**src/hdl/video_pkg.sv**
```systemverilog
package video_pkg;

	// ============================================================
	// colour channels and scanline strength
	// ============================================================

	typedef logic [2:0] chan3_t; // game side colour depth.
	typedef logic [5:0] chan6_t; // board side colour depth.

	typedef logic [1:0] scan_mode_t;

	localparam scan_mode_t SCAN_NONE = 2'd0; // odd lines untouched.
	localparam scan_mode_t SCAN_25   = 2'd1; // a quarter removed.
	localparam scan_mode_t SCAN_50   = 2'd2; // half removed.
	localparam scan_mode_t SCAN_75   = 2'd3; // a quarter kept.

	// ============================================================
	// pixel formats along the video path
	// ============================================================

	typedef struct packed {
		chan3_t     red;
		chan3_t     green;
		logic [1:0] blue;   // the game only has two blue bits.
		logic       hblank;
		logic       vblank;
		logic       hs;
		logic       vs;
	} game_pixel_t;

	typedef struct packed {
		chan3_t red;
		chan3_t green;
		chan3_t blue;
		logic   de;         // high on visible pixels.
		logic   hs;
		logic   vs;
	} mid_pixel_t;

	typedef struct packed {
		chan6_t red;
		chan6_t green;
		chan6_t blue;
		logic   de;
		logic   hs;
		logic   vs;
	} board_pixel_t;

endpackage

```
**src/hdl/pixel_blank.sv**
```systemverilog
`timescale 1ns/1ps

module pixel_blank (
	input  logic                  clk_sys,
	input  logic                  rst,
	input  video_pkg::game_pixel_t pix_in,
	input  logic                  in_valid,
	output logic                  in_ready,
	output video_pkg::mid_pixel_t  pix_out,
	output logic                  out_valid,
	input  logic                  out_ready
);

	import video_pkg::*;

	logic       de;
	logic       load;
	chan3_t     blue_wide;
	mid_pixel_t pix_next;

	assign de        = ~(pix_in.hblank | pix_in.vblank);
	assign blue_wide = {pix_in.blue, pix_in.blue[0]}; // low bit repeated below.

	always_comb begin
		pix_next.red   = de ? pix_in.red   : '0;
		pix_next.green = de ? pix_in.green : '0;
		pix_next.blue  = de ? blue_wide    : '0;
		pix_next.de    = de;
		pix_next.hs    = pix_in.hs;
		pix_next.vs    = pix_in.vs;
	end

	// ============================================================
	// output register
	// ============================================================

	assign in_ready = ~out_valid | out_ready; // room now or space freed this cycle.
	assign load     = in_valid & in_ready;

	always_ff @(posedge clk_sys) begin
		if (rst) begin
			out_valid <= 1'b0;
		end else if (load) begin
			out_valid <= 1'b1;
		end else if (out_ready) begin
			out_valid <= 1'b0;
		end
	end

	always_ff @(posedge clk_sys) begin
		if (load) begin
			pix_out <= pix_next;
		end
	end

endmodule

```
**src/hdl/color_expand.sv**
```systemverilog
`timescale 1ns/1ps

module color_expand (
	input  logic                   clk_sys,
	input  logic                   rst,
	input  video_pkg::mid_pixel_t   pix_in,
	input  logic                   in_valid,
	output logic                   in_ready,
	output video_pkg::board_pixel_t pix_out,
	output logic                   out_valid,
	input  logic                   out_ready
);

	import video_pkg::*;

	logic         load;
	board_pixel_t pix_next;

	// writing the bits twice maps 3'b111 to 6'b111111, so white stays white.
	function automatic chan6_t widen(input chan3_t c);
		return {c, c};
	endfunction

	always_comb begin
		pix_next.red   = widen(pix_in.red);
		pix_next.green = widen(pix_in.green);
		pix_next.blue  = widen(pix_in.blue);
		pix_next.de    = pix_in.de;
		pix_next.hs    = pix_in.hs;
		pix_next.vs    = pix_in.vs;
	end

	assign in_ready = ~out_valid | out_ready;
	assign load     = in_valid & in_ready;

	always_ff @(posedge clk_sys) begin
		if (rst) begin
			out_valid <= 1'b0;
		end else if (load) begin
			out_valid <= 1'b1;
		end else if (out_ready) begin
			out_valid <= 1'b0; // item taken and nothing new behind it.
		end
	end

	always_ff @(posedge clk_sys) begin
		if (load) begin
			pix_out <= pix_next;
		end
	end

endmodule

```
**src/hdl/scanline_fx.sv**
```systemverilog
`timescale 1ns/1ps

module scanline_fx (
	input  logic                   clk_sys,
	input  logic                   rst,
	input  video_pkg::board_pixel_t pix_in,
	input  logic                   in_valid,
	output logic                   in_ready,
	output video_pkg::board_pixel_t pix_out,
	output logic                   out_valid,
	input  logic                   out_ready,
	input  video_pkg::scan_mode_t   scan_mode,
	input  logic                   blend
);

	import video_pkg::*;

	logic         load;
	logic         prev_hs;
	logic         odd_line;
	logic         hist_valid;
	logic         line_start;
	logic         odd_next;
	logic         use_self;
	chan6_t       prev_red;
	chan6_t       prev_green;
	chan6_t       prev_blue;
	board_pixel_t pix_next;

	// ============================================================
	// per channel arithmetic
	// ============================================================

	function automatic chan6_t mean_chan(input chan6_t a, input chan6_t b);
		logic [6:0] sum;
		sum = {1'b0, a} + {1'b0, b};
		return sum[6:1];
	endfunction

	function automatic chan6_t dim_chan(input chan6_t c, input scan_mode_t mode);
		chan6_t res;
		case (mode)
			SCAN_25: res = c - (c >> 2);
			SCAN_50: res = c >> 1;
			SCAN_75: res = c >> 2;
			default: res = c;
		endcase
		return res;
	endfunction

	function automatic chan6_t shade(input chan6_t c, input chan6_t prev,
		input logic self_nb, input logic odd, input logic de);
		chan6_t nb;
		chan6_t mixed;
		chan6_t res;
		nb    = self_nb ? c : prev;
		mixed = blend ? mean_chan(c, nb) : c;
		res   = odd ? dim_chan(mixed, scan_mode) : mixed;
		return de ? res : '0;
	endfunction

	// ============================================================
	// line tracking
	// ============================================================

	assign line_start = pix_in.hs & ~prev_hs;
	assign odd_next   = pix_in.vs ? 1'b0 : (line_start ? ~odd_line : odd_line);
	assign use_self   = line_start | ~hist_valid; // first pixel is its own neighbour.

	always_comb begin
		pix_next.red   = shade(pix_in.red, prev_red, use_self, odd_next, pix_in.de);
		pix_next.green = shade(pix_in.green, prev_green, use_self, odd_next, pix_in.de);
		pix_next.blue  = shade(pix_in.blue, prev_blue, use_self, odd_next, pix_in.de);
		pix_next.de    = pix_in.de;
		pix_next.hs    = pix_in.hs;
		pix_next.vs    = pix_in.vs;
	end

	assign in_ready = ~out_valid | out_ready;
	assign load     = in_valid & in_ready;

	always_ff @(posedge clk_sys) begin
		if (rst) begin
			out_valid  <= 1'b0;
			prev_hs    <= 1'b0;
			odd_line   <= 1'b0;
			hist_valid <= 1'b0;
			prev_red   <= '0;
			prev_green <= '0;
			prev_blue  <= '0;
		end else begin
			if (load) begin
				out_valid  <= 1'b1;
				prev_hs    <= pix_in.hs;
				odd_line   <= odd_next;
				hist_valid <= 1'b1;
				prev_red   <= pix_in.red;   // the raw input is the neighbour.
				prev_green <= pix_in.green;
				prev_blue  <= pix_in.blue;
			end else if (out_ready) begin
				out_valid <= 1'b0;
			end
		end
	end

	always_ff @(posedge clk_sys) begin
		if (load) begin
			pix_out <= pix_next;
		end
	end

endmodule

```
**src/hdl/sigma_delta_dac.sv**
```systemverilog
`timescale 1ns/1ps

module sigma_delta_dac #(
	parameter int DAC_BITS = 16
) (
	input  logic                       clk_sys,
	input  logic                       rst,
	input  logic signed [DAC_BITS-1:0] sample,
	output logic                       dac_out
);

	typedef logic [DAC_BITS-1:0] level_t;
	typedef logic [DAC_BITS:0]   acc_t;

	level_t level;
	acc_t   acc;
	acc_t   acc_next;

	// flipping the sign bit moves the signed range onto 0 .. 2**DAC_BITS-1.
	assign level = {~sample[DAC_BITS-1], sample[DAC_BITS-2:0]};

	// the carry is dropped before the next sum, so only the residue integrates.
	assign acc_next = {1'b0, acc[DAC_BITS-1:0]} + {1'b0, level};

	always_ff @(posedge clk_sys) begin
		if (rst) begin
			acc <= '0;
		end else begin
			acc <= acc_next;
		end
	end

	assign dac_out = acc[DAC_BITS]; // one carry per overflow of the residue.

endmodule

```
**src/hdl/arcade_av_out.sv**
```systemverilog
`timescale 1ns/1ps

module arcade_av_out #(
	parameter int DAC_BITS = 16
) (
	input  logic                       clk_sys,
	input  logic                       rst,
	input  video_pkg::game_pixel_t      pix_in,
	input  logic                       pix_in_valid,
	output logic                       pix_in_ready,
	output video_pkg::board_pixel_t     pix_out,
	output logic                       pix_out_valid,
	input  logic                       pix_out_ready,
	input  video_pkg::scan_mode_t       scan_mode,
	input  logic                       blend,
	input  logic signed [DAC_BITS-1:0] audio,
	output logic                       audio_out
);

	import video_pkg::*;

	mid_pixel_t   blank_pix;
	logic         blank_valid;
	logic         blank_ready;
	board_pixel_t expand_pix;
	logic         expand_valid;
	logic         expand_ready;

	// ============================================================
	// video path
	// ============================================================

	pixel_blank i_blank (
		.clk_sys   ( clk_sys      ),
		.rst       ( rst          ),
		.pix_in    ( pix_in       ),
		.in_valid  ( pix_in_valid ),
		.in_ready  ( pix_in_ready ),
		.pix_out   ( blank_pix    ),
		.out_valid ( blank_valid  ),
		.out_ready ( blank_ready  )
	);

	color_expand i_expand (
		.clk_sys   ( clk_sys      ),
		.rst       ( rst          ),
		.pix_in    ( blank_pix    ),
		.in_valid  ( blank_valid  ),
		.in_ready  ( blank_ready  ),
		.pix_out   ( expand_pix   ),
		.out_valid ( expand_valid ),
		.out_ready ( expand_ready )
	);

	scanline_fx i_scan (
		.clk_sys   ( clk_sys       ),
		.rst       ( rst           ),
		.pix_in    ( expand_pix    ),
		.in_valid  ( expand_valid  ),
		.in_ready  ( expand_ready  ),
		.pix_out   ( pix_out       ),
		.out_valid ( pix_out_valid ),
		.out_ready ( pix_out_ready ),
		.scan_mode ( scan_mode     ),
		.blend     ( blend         )
	);

	// ============================================================
	// audio path
	// ============================================================

	sigma_delta_dac #(.DAC_BITS(DAC_BITS)) i_dac (
		.clk_sys ( clk_sys   ),
		.rst     ( rst       ),
		.sample  ( audio     ),
		.dac_out ( audio_out )
	);

endmodule

```
**config.mk**
```make
export PLATFORM = sky130hd
export DESIGN_NAME = arcade_av_out
export DESIGN_NICKNAME = d
export VERILOG_FILES = /design/src/hdl/video_pkg.sv /design/src/hdl/pixel_blank.sv /design/src/hdl/color_expand.sv /design/src/hdl/scanline_fx.sv /design/src/hdl/sigma_delta_dac.sv /design/src/hdl/arcade_av_out.sv
export SDC_FILE = /design/constraint.sdc
export NUM_CORES = 1
export LEC_CHECK = 0
export BUFFER_PORTS_ARGS = -buffer_cell sky130_fd_sc_hd__buf_2
export CORE_MARGIN = 2
export CORE_UTILIZATION = 30
export CTS_CLUSTER_DIAMETER = 100
export DETAILED_ROUTE_END_ITERATION = 7
export GPL_TIMING_DRIVEN = 0
export PLACE_DENSITY = 0.6
export SLEW_MARGIN = 20
export SYNTH_ARGS = -nofsm -noshare
export SYNTH_HDL_FRONTEND = slang
export SYNTH_HIERARCHICAL = 1
export SYNTH_SLANG_ARGS = --single-unit
```
**constraint.sdc**
```tcl
create_clock -name clk_sys -period 4.2 [get_ports clk_sys]
set_input_delay 0.42 -clock clk_sys [delete_from_list [all_inputs] [get_ports clk_sys]]
set_output_delay 0.42 -clock clk_sys [all_outputs]
set_load 0.02 [all_outputs]
```
Yosys cells after proc, flatten, opt, wreduce, memory -nomap -nowiden. Index checks and enable logic that the tools add are counted.

Output and inout port bits: 24. Word-level logic and storage cells: 78. Bits in registers: 95.

Mux-type cells: 20. Reduce and logical (&&, ||, !) cells: 3. Add/sub/neg operators: 7. Equality and inequality tests: 3. Bitwise logic cells: 17.

Operators by type and width (number): $mux 6 (9); $pmux 6 s3 (3); $add 6x6->7 (3); $sub 6x4->6 (3); $add 16x16->17 (1); $mux 1 (8); $not 1->1 (8); $reduce_bool 2->1 (3); $or 1x1->1 (5); $and 1x1->1 (4); $eq 2x2->1 const B (2); $eq 2x1->1 const B (1).

Depth between registers and ports, before layout. Gate-level depths: netlist of the first run.

Word-level depth: 9. Mapped depth: 18. Depth with buffers taken out: 16.

Hierarchy. The synthesis of the first run kept the hierarchy.

By module, submodules not included: scanline_fx (area an instance 3728.6 um^2, times used 1, cells an instance 436); sigma_delta_dac (area an instance 1134.8 um^2, times used 1, cells an instance 125); color_expand (area an instance 483.0 um^2, times used 1, cells an instance 26); pixel_blank (area an instance 447.9 um^2, times used 1, cells an instance 26).

Least setup slack after synthesis of the first run. OpenSTA, ideal clock, no wires.

Path kind: register to register. Start: register i_expand/pix_out[1] (netlist bit). End: register i_scan/pix_out[13] (netlist name). Clock period less this slack: 4112 ps. Arrival time: 3938 ps. Setup slack: 88 ps. Stages on the path, launching flop included: 18. Data required time: 4026 ps. Path buffers: 2. Library setup time: 174 ps. Cells stage by stage: edfxtp_1 -> nand2b_4 -> buf_6 -> nand2_1 -> clkbuf_1 -> mux2_2 -> ha_1 -> nand3_1 -> a31o_4 -> and4b_1 -> o41ai_4 -> inv_1 -> ha_1 -> nor2b_1 -> o21ai_0 -> nand2b_1 -> or3_1 -> a311oi_1.

Cells in the longest elaborated chain, start to end: 8. Elaborated cells between the ends (all ways): 10. Those cells by class: 2 x add/sub; 6 x mux; 2 x bitwise.

Ends and longest elaborated chain: start, declared (line color_expand.sv:9) `output video_pkg::board_pixel_t pix_out,`; start signal, assigned (line color_expand.sv:48) `pix_out <= pix_next;`; $and 1x1->1 * (line scanline_fx.sv:66) `assign line_start = pix_in.hs & ~prev_hs;`; $or 1x1->1 (line scanline_fx.sv:68) `assign use_self = line_start | ~hist_valid;`; $mux 6 (line scanline_fx.sv:56) `nb = self_nb ? c : prev;`; $add 6x6->7 (line scanline_fx.sv:36) `sum = {1'b0, a} + {1'b0, b};`; $mux 6 (line scanline_fx.sv:57) `mixed = blend ? mean_chan(c, nb) : c;`; $sub 6x4->6 (line scanline_fx.sv:43) `SCAN_25: res = c - (c >> 2);`; $pmux 6 s3 (line scanline_fx.sv:42) `case (mode)`; $mux 6 * (line scanline_fx.sv:58) `res = odd ? dim_chan(mixed, scan_mode) : mixed;`.

Mark *: on every way between the ends. The rest lies on a longest branch, timed or not. A chain may end at the register's enable or synchronous reset.

Worst setup path in the final report of the first run.
Start: register i_expand/pix_out[1] (netlist bit). End: register i_scan/pix_out[19] (netlist name).

Cells in the longest elaborated chain, start to end: 8. Elaborated cells between the ends (all ways): 10. Those cells by class: 2 x add/sub; 6 x mux; 2 x bitwise.

Ends and longest elaborated chain (line): $and 1x1->1 * (scanline_fx.sv:66); $or 1x1->1 (scanline_fx.sv:68); $mux 6 (scanline_fx.sv:56); $add 6x6->7 (scanline_fx.sv:36); $mux 6 (scanline_fx.sv:57); $sub 6x4->6 (scanline_fx.sv:43); $pmux 6 s3 (scanline_fx.sv:42); $mux 6 * (scanline_fx.sv:58).

Marks and branches as above.

==> flow_summary.toml, run 1 <==
[layout]
nFillCells = 1932
ff_latch_area_um2 = 2142
instances_no_fill = 950
multi_input_area_um2 = 3486
area_growth_pct = 18.76
diodes = 0
drive_above_1_share_pct = 22.61
finalNetCount = 770

[detailed_routing]
wl_um = 13320
post-route-drc-count = 0
first_pass_iters = 5
drtIter0Drc = 226
wl_per_cell_um = 14.02
vias_per_cell = 4.898
ant_nets = 0
vias = 4653

[synthesis]
synth_cell_types = 66
synth_edf_count = 44
yosys_most_used_dff = "edfxtp_1"
yosysWarnings = 6
syn_area_um2 = 5794
ys_seq_elements = 85
synth_area_leaders = "edfxtp_1 (23%), dfxtp_1 (14%), ha_1 (9.3%)"
ys_top_cells_by_count = "nand2_1 (60), a21oi_1 (46), edfxtp_1 (44), o21ai_0 (44)"
syn_inst = 613
synth_seq_area_share_pct = 36.97
post-synth-top-area-cell = "edfxtp_1"
yosysMostFrequentCell = "nand2_1"
synth_area_per_cell_um2 = 9.452
synth.top_cell.area_share_pct = 22.80
synthArstFlopShare_pct = 0
synthesis.nets = 698

[die]
die_area_um2 = 20440
die_width_um = 143.0
die-height_um = 143.0
num_io_pins = 59
std_cell_rows = 50
coreArea_um2 = 18830
initial_core_util_pct = 30.77

[timing]
tns_ps = 0
hold_viol_final = 0
fmax_ghz = 0.2489
finClkSkew_ps = 13.80
worst_pin_slew_ps = 745.7
post-route-period-util_pct = 95.66
setup_ws_ps = 182.5
layout_min_cycle_time_ps = 4018
slew_violations = 0
setup_violations = 0
timing.slew.headroom_pct = 50.29

[pwr]
ir_worst_vdd_mv = 0.2678
power_density_nw_per_um2 = 413.9
p_leak_nw = 2.695

[critical_path]
worstSetupEndpointType = "register"
cp-start-kind = "register"
crit_arrival_ps = 4190
worstPathMaxFanout = 10
critPathKind = "register to register"
required_ps = 4370

[global_route]
antenna_found_initial = 0
grt_max_degree = 31
grt_usage_pct = 13.90
grt_first_pass_wirelength_um = 22570
grt-ovfl-total = 0
grt_pass1_vias = 4523

[clocking]
cts_tree = "done"
htree_levels = 3
path_clk_slew_ps = 70
hold_buffers = 0
cts_inserted_buffers = 9
cts_buffer_depth = 2
clock-sinks = 85
cts-root-buf = "clkbuf_16"
clk_latency_ps = 360

[min_path]
worstHoldPathType = "input port to register"

[outcome]
outcome = "complete, no violations"

[placement]
gp_congestion = 0.8522
port_buffers = 57
hpwl_um = 9868
dp_cells = 930
dp_slack_ps = -590.3

[flow_run]
drv_cap = 0
flip-flops by register name (all words and copies together) (netlist names), 6 cells and up:
| name | cells |
|---|---|
| i_expand/pix_out | 12 |
| i_blank/pix_out | 11 |
| i_dac/acc | 17 |
| i_scan/prev_red | 6 |
| i_scan/prev_blue | 6 |
| i_scan/prev_green | 6 |
| i_scan/pix_out | 21 |
worst paths after layout:
kind                                startpoint                                to  slack (ps)  cells after the start
max reg2reg      i_expand/pix_out[1]$_DFFE_PP_  i_scan/pix_out[19]$_SDFFCE_PN0P_         180                     17
max              i_expand/pix_out[1]$_DFFE_PP_  i_scan/pix_out[19]$_SDFFCE_PN0P_         180                     17
min                                  pix_in[0]      i_blank/pix_out[0]$_DFFE_PP_         240                      1
min reg2reg  i_blank/pix_out[11]$_SDFFCE_PN0P_    i_expand/pix_out[17]$_DFFE_PP_         420                      0
layer usage:
layer  up-vias  wire [um]  GRT usage [%]
li1       2379          -              -
met1      2148       6891          20.04
met2       109       5690          20.75
met3        17        583          3.152
met4         0        151          3.960
met5         -          0              0
layout by cell type, fill, tap and decap left out, types with 14 or more instances in the layout:
| cell | n |
|---|---|
| clkbuf_1 | 19 |
| a31oi_1 | 14 |
| edfxtp_1 | 44 |
| nor2b_1 | 15 |
| inv_1 | 22 |
| ha_1 | 41 |
| buf_2 | 61 |
| nand3_1 | 14 |
| a21oi_1 | 46 |
| nand2_1 | 59 |
| nor2_1 | 43 |
| mux2_2 | 18 |
| dfxtp_1 | 41 |
| buf_4 | 14 |
| o21ai_0 | 43 |
repair_timing:
action                                 4_1_cts  5_1_grt
endpoints found under the hold margin        0        0
pin swaps                                    1        2
setup endpoints to repair                   13       11
gates resized for setup                      9       14
setup buffers                                2        2
through the flow:
step	area [um^2]	hold WS (ps)	total power [mW]	util, %
2_1_floorplan	5794	400.3	1.760	-
3_3_place_gp	6405	404.9	1.934	34.01
3_5_place_dp	6406	410.2	1.951	34.02
4_1_cts	6794	218.6	2.861	36.08
5_1_grt	6882	216.3	3.051	36.54
6_report	6882	236.8	2.848	36.54
where the power goes:
| part | switching [mW] | internal (mW) |
|---|---|---|
| Sequential | 0.0351 | 0.968 |
| Clock | 0.398 | 0.486 |
| Combinational | 0.542 | 0.419 |
| Total | 0.976 | 1.87 |
cell families (layout without fill, tap and decap cells):
logic type / after synthesis / after routing / share of synthesized area (%)
simple gates: 188 / 188 / 16.43
compound gates: 186 / 186 / 22.50
flops: 85 / 85 / 36.97
buf+inv: 60 / 137 / 4.751
fa+ha+maj: 50 / 50 / 11.70
mux: 26 / 26 / 4.923
xor+xnor: 18 / 18 / 2.721
cell type report:
| class | instances | area share, % |
|---|---|---|
| Multi-Input combinational cell | 468 | 50.65 |
| Sequential cell | 85 | 31.13 |
| Tap cell | 260 | 4.727 |
| Timing Repair Buffer | 61 | 4.582 |
| Clock buffer | 9 | 3.273 |
| Buffer | 36 | 2.873 |
| Clock inverter | 7 | 1.455 |
| Inverter | 24 | 1.309 |
critical path, stage by stage, from the launching register on:
cell and delay, ps:
edfxtp_1 440, nand2b_4 100, buf_6 150, nand2_8 90, buf_8 180, mux2_2 300, ha_1 290, nand3_2 70
a31o_4 240, and4b_4 200, o41ai_4 360, inv_1 130, ha_4 260, nor2b_1 120, o21ai_1 140, nand2b_1 100
or3_1 370, a311oi_2 270
(Power assumes the default switching activity.)
==> inputs of run 2 (changes only) <==
--- a/config.mk
+++ b/config.mk
@@ -6,7 +6,7 @@
 export NUM_CORES = 1
 export LEC_CHECK = 0
 export BUFFER_PORTS_ARGS = -buffer_cell sky130_fd_sc_hd__buf_2
-export CORE_MARGIN = 2
+export CORE_MARGIN = 4
 export CORE_UTILIZATION = 30
 export CTS_CLUSTER_DIAMETER = 100
 export DETAILED_ROUTE_END_ITERATION = 7
==> run 2 against run 1 <==
  * Clock skew rose by 1.9 ps
  * Fmax rose by 0.30%
  * Highest routed layer unchanged
  * Largest power group unchanged
  * Wire length rose by 2.6%
==> flow_summary.toml, run 2 (same netlist as run 1, synthesis figures left out) <==
[outcome]
outcome = "complete, no violations"

[min_path]
worstHoldPathType = "input port to register"
hp-start = "pix_in[0]"

[timing]
slew_violations = 0
worst_pin_slew_ps = 718.2
post-route-period-util_pct = 95.37
setup_violations = 0
setup_ws_ps = 194.4
hold_viol_final = 0
fmax_ghz = 0.2496
tns_ps = 0
timing.slew.headroom_pct = 52.12
layout_min_cycle_time_ps = 4006
finClkSkew_ps = 15.70

[clocking]
htree_levels = 3
cts_buffer_depth = 2
clock-sinks = 85
cts-root-buf = "clkbuf_16"
path_clk_slew_ps = 80
clk_latency_ps = 360
cts_inserted_buffers = 9
cts_tree = "done"

[pwr]
ir_worst_vdd_mv = 0.2716
finalPower_mw = 2.800
p_leak_nw = 2.691
power_density_nw_per_um2 = 409.0

[global_route]
grt_pass1_vias = 4420
grt_usage_pct = 12.83
antenna_found_initial = 0
grt_max_degree = 31
grt_first_pass_wirelength_um = 22670
grt-ovfl-total = 0

[detailed_routing]
drtIter0Drc = 256
post-route-drc-count = 0
first_pass_iters = 5
wl_um = 13660
ant_nets = 0
vias_per_cell = 4.964
wl_per_cell_um = 14.37
vias = 4721

[die]
num_io_pins = 59
die-height_um = 147.0
std_cell_rows = 50
coreArea_um2 = 18830
die_area_um2 = 21600
die_width_um = 147.0
initial_core_util_pct = 30.77

[layout]
utilization_pct = 36.35
top_register = "i_scan/pix_out"
design_area_um2 = 6844
largestRegisters = "i_scan/pix_out (21), i_dac/acc (17), i_expand/pix_out (12)"
diodes = 0
nFillCells = 1928
final_cell_mix = "buf_2 (61), nand2_1 (59), a21oi_1 (45)"
largest_reg_flops = 21
layout_commonest_cell = "buf_2"
finalNetCount = 771
drive_above_1_share_pct = 22.43
area_growth_pct = 18.12

[critical_path]
reg2regPathDepth = 17
reg2reg_to = "i_scan/pix_out[19]$_SDFFCE_PN0P_"
reg2reg_from = "i_expand/pix_out[1]$_DFFE_PP_"
critPathKind = "register to register"
worstPathMaxFanout = 10
crit_end = "i_scan/pix_out[19]$_SDFFCE_PN0P_"
crit_arrival_ps = 4200
crit_path_start = "i_expand/pix_out[1]$_DFFE_PP_"
worstSetupEndpointType = "register"
required_ps = 4400
cp-start-kind = "register"
r2r_slack_ps = 190

[placement]
hpwl_um = 9998
placed_cell_area_um2 = 6406
dp_slack_ps = -557.6
port_buffers = 57
gp_congestion = 0.8374

[flow_run]
drv_cap = 0
==> run 2: worst max-delay path, stage by stage (launching register included) <==
cell,delay [ps]
edfxtp_1,440
nand2b_4,100
buf_6,150
nand2_8,90
buf_8,180
mux2_2,300
ha_1,290
nand3_2,80
a31o_4,250
and4b_4,200
o41ai_4,350
inv_1,80
ha_1,330
nor2b_1,130
o21ai_0,140
nand2b_1,100
or3_1,370
a311oi_2,260
==> run 2: final cells by class <==
type | instances | area [um^2] | share of cell area (%)
Sequential cell | 85 | 2142 | 31.30
Timing Repair Buffer | 62 | 322.8 | 4.717
Buffer | 36 | 197.7 | 2.888
Multi-Input combinational cell | 468 | 3461 | 50.57
Clock buffer | 9 | 225.2 | 3.291
Inverter | 24 | 90.09 | 1.316
Clock inverter | 7 | 80.08 | 1.170
Tap cell | 260 | 325.3 | 4.753
==> run 2: how the worst min path moves through the flow <==
| stage | cells past startpoint | end | slack (ps) |
|---|---|---|---|
| after floorplan | 0 | i_expand/pix_out[0]$_DFFE_PP_ | 400 |
| after global placement | 0 | i_expand/pix_out[11]$_DFFE_PP_ | 410 |
| after detailed placement | 0 | i_expand/pix_out[19]$_DFFE_PP_ | 400 |
| after CTS | 1 | i_blank/pix_out[0]$_DFFE_PP_ | 220 |
| after global routing | 1 | i_blank/pix_out[0]$_DFFE_PP_ | 230 |
| final | 1 | i_blank/pix_out[0]$_DFFE_PP_ | 240 |
==> run 2: metal layers <==
| layer | global-route usage, % | share of wire [%] | vias up |
|---|---|---|---|
| li1 | - | - | 2385 |
| met4 | 3.495 | 1.3 | 0 |
| met5 | 0 | 0 | - |
| met2 | 19.34 | 43 | 114 |
| met3 | 2.899 | 5.5 | 14 |
| met1 | 18.52 | 50 | 2208 |
==> run 2: stage by stage <==
step                std cells  hold slack [ps]
finish                    951            237.8
global route              951            228.5
CTS                       947            219.3
detailed placement        930            404.5
global placement          930            405.8
floorplan                 613            400.3
==> run 2: what timing repair did <==
| action | 4_1_cts | 5_1_grt |
|---|---|---|
| pin swaps | 1 | 2 |
| endpoints found under the hold margin | 0 | 0 |
| buffers inserted | 1 | 4 |
| resized for setup | 9 | 12 |
| hold buffers | 0 | 0 |
| setup endpoints to repair | 13 | 8 |
==> run 2: where the power goes <==
part,internal [mW],switching (mW),total [mW]
Sequential,0.969,0.0359,1.00
Combinational,0.417,0.538,0.955
Clock,0.470,0.370,0.840
Total,1.86,0.944,2.80
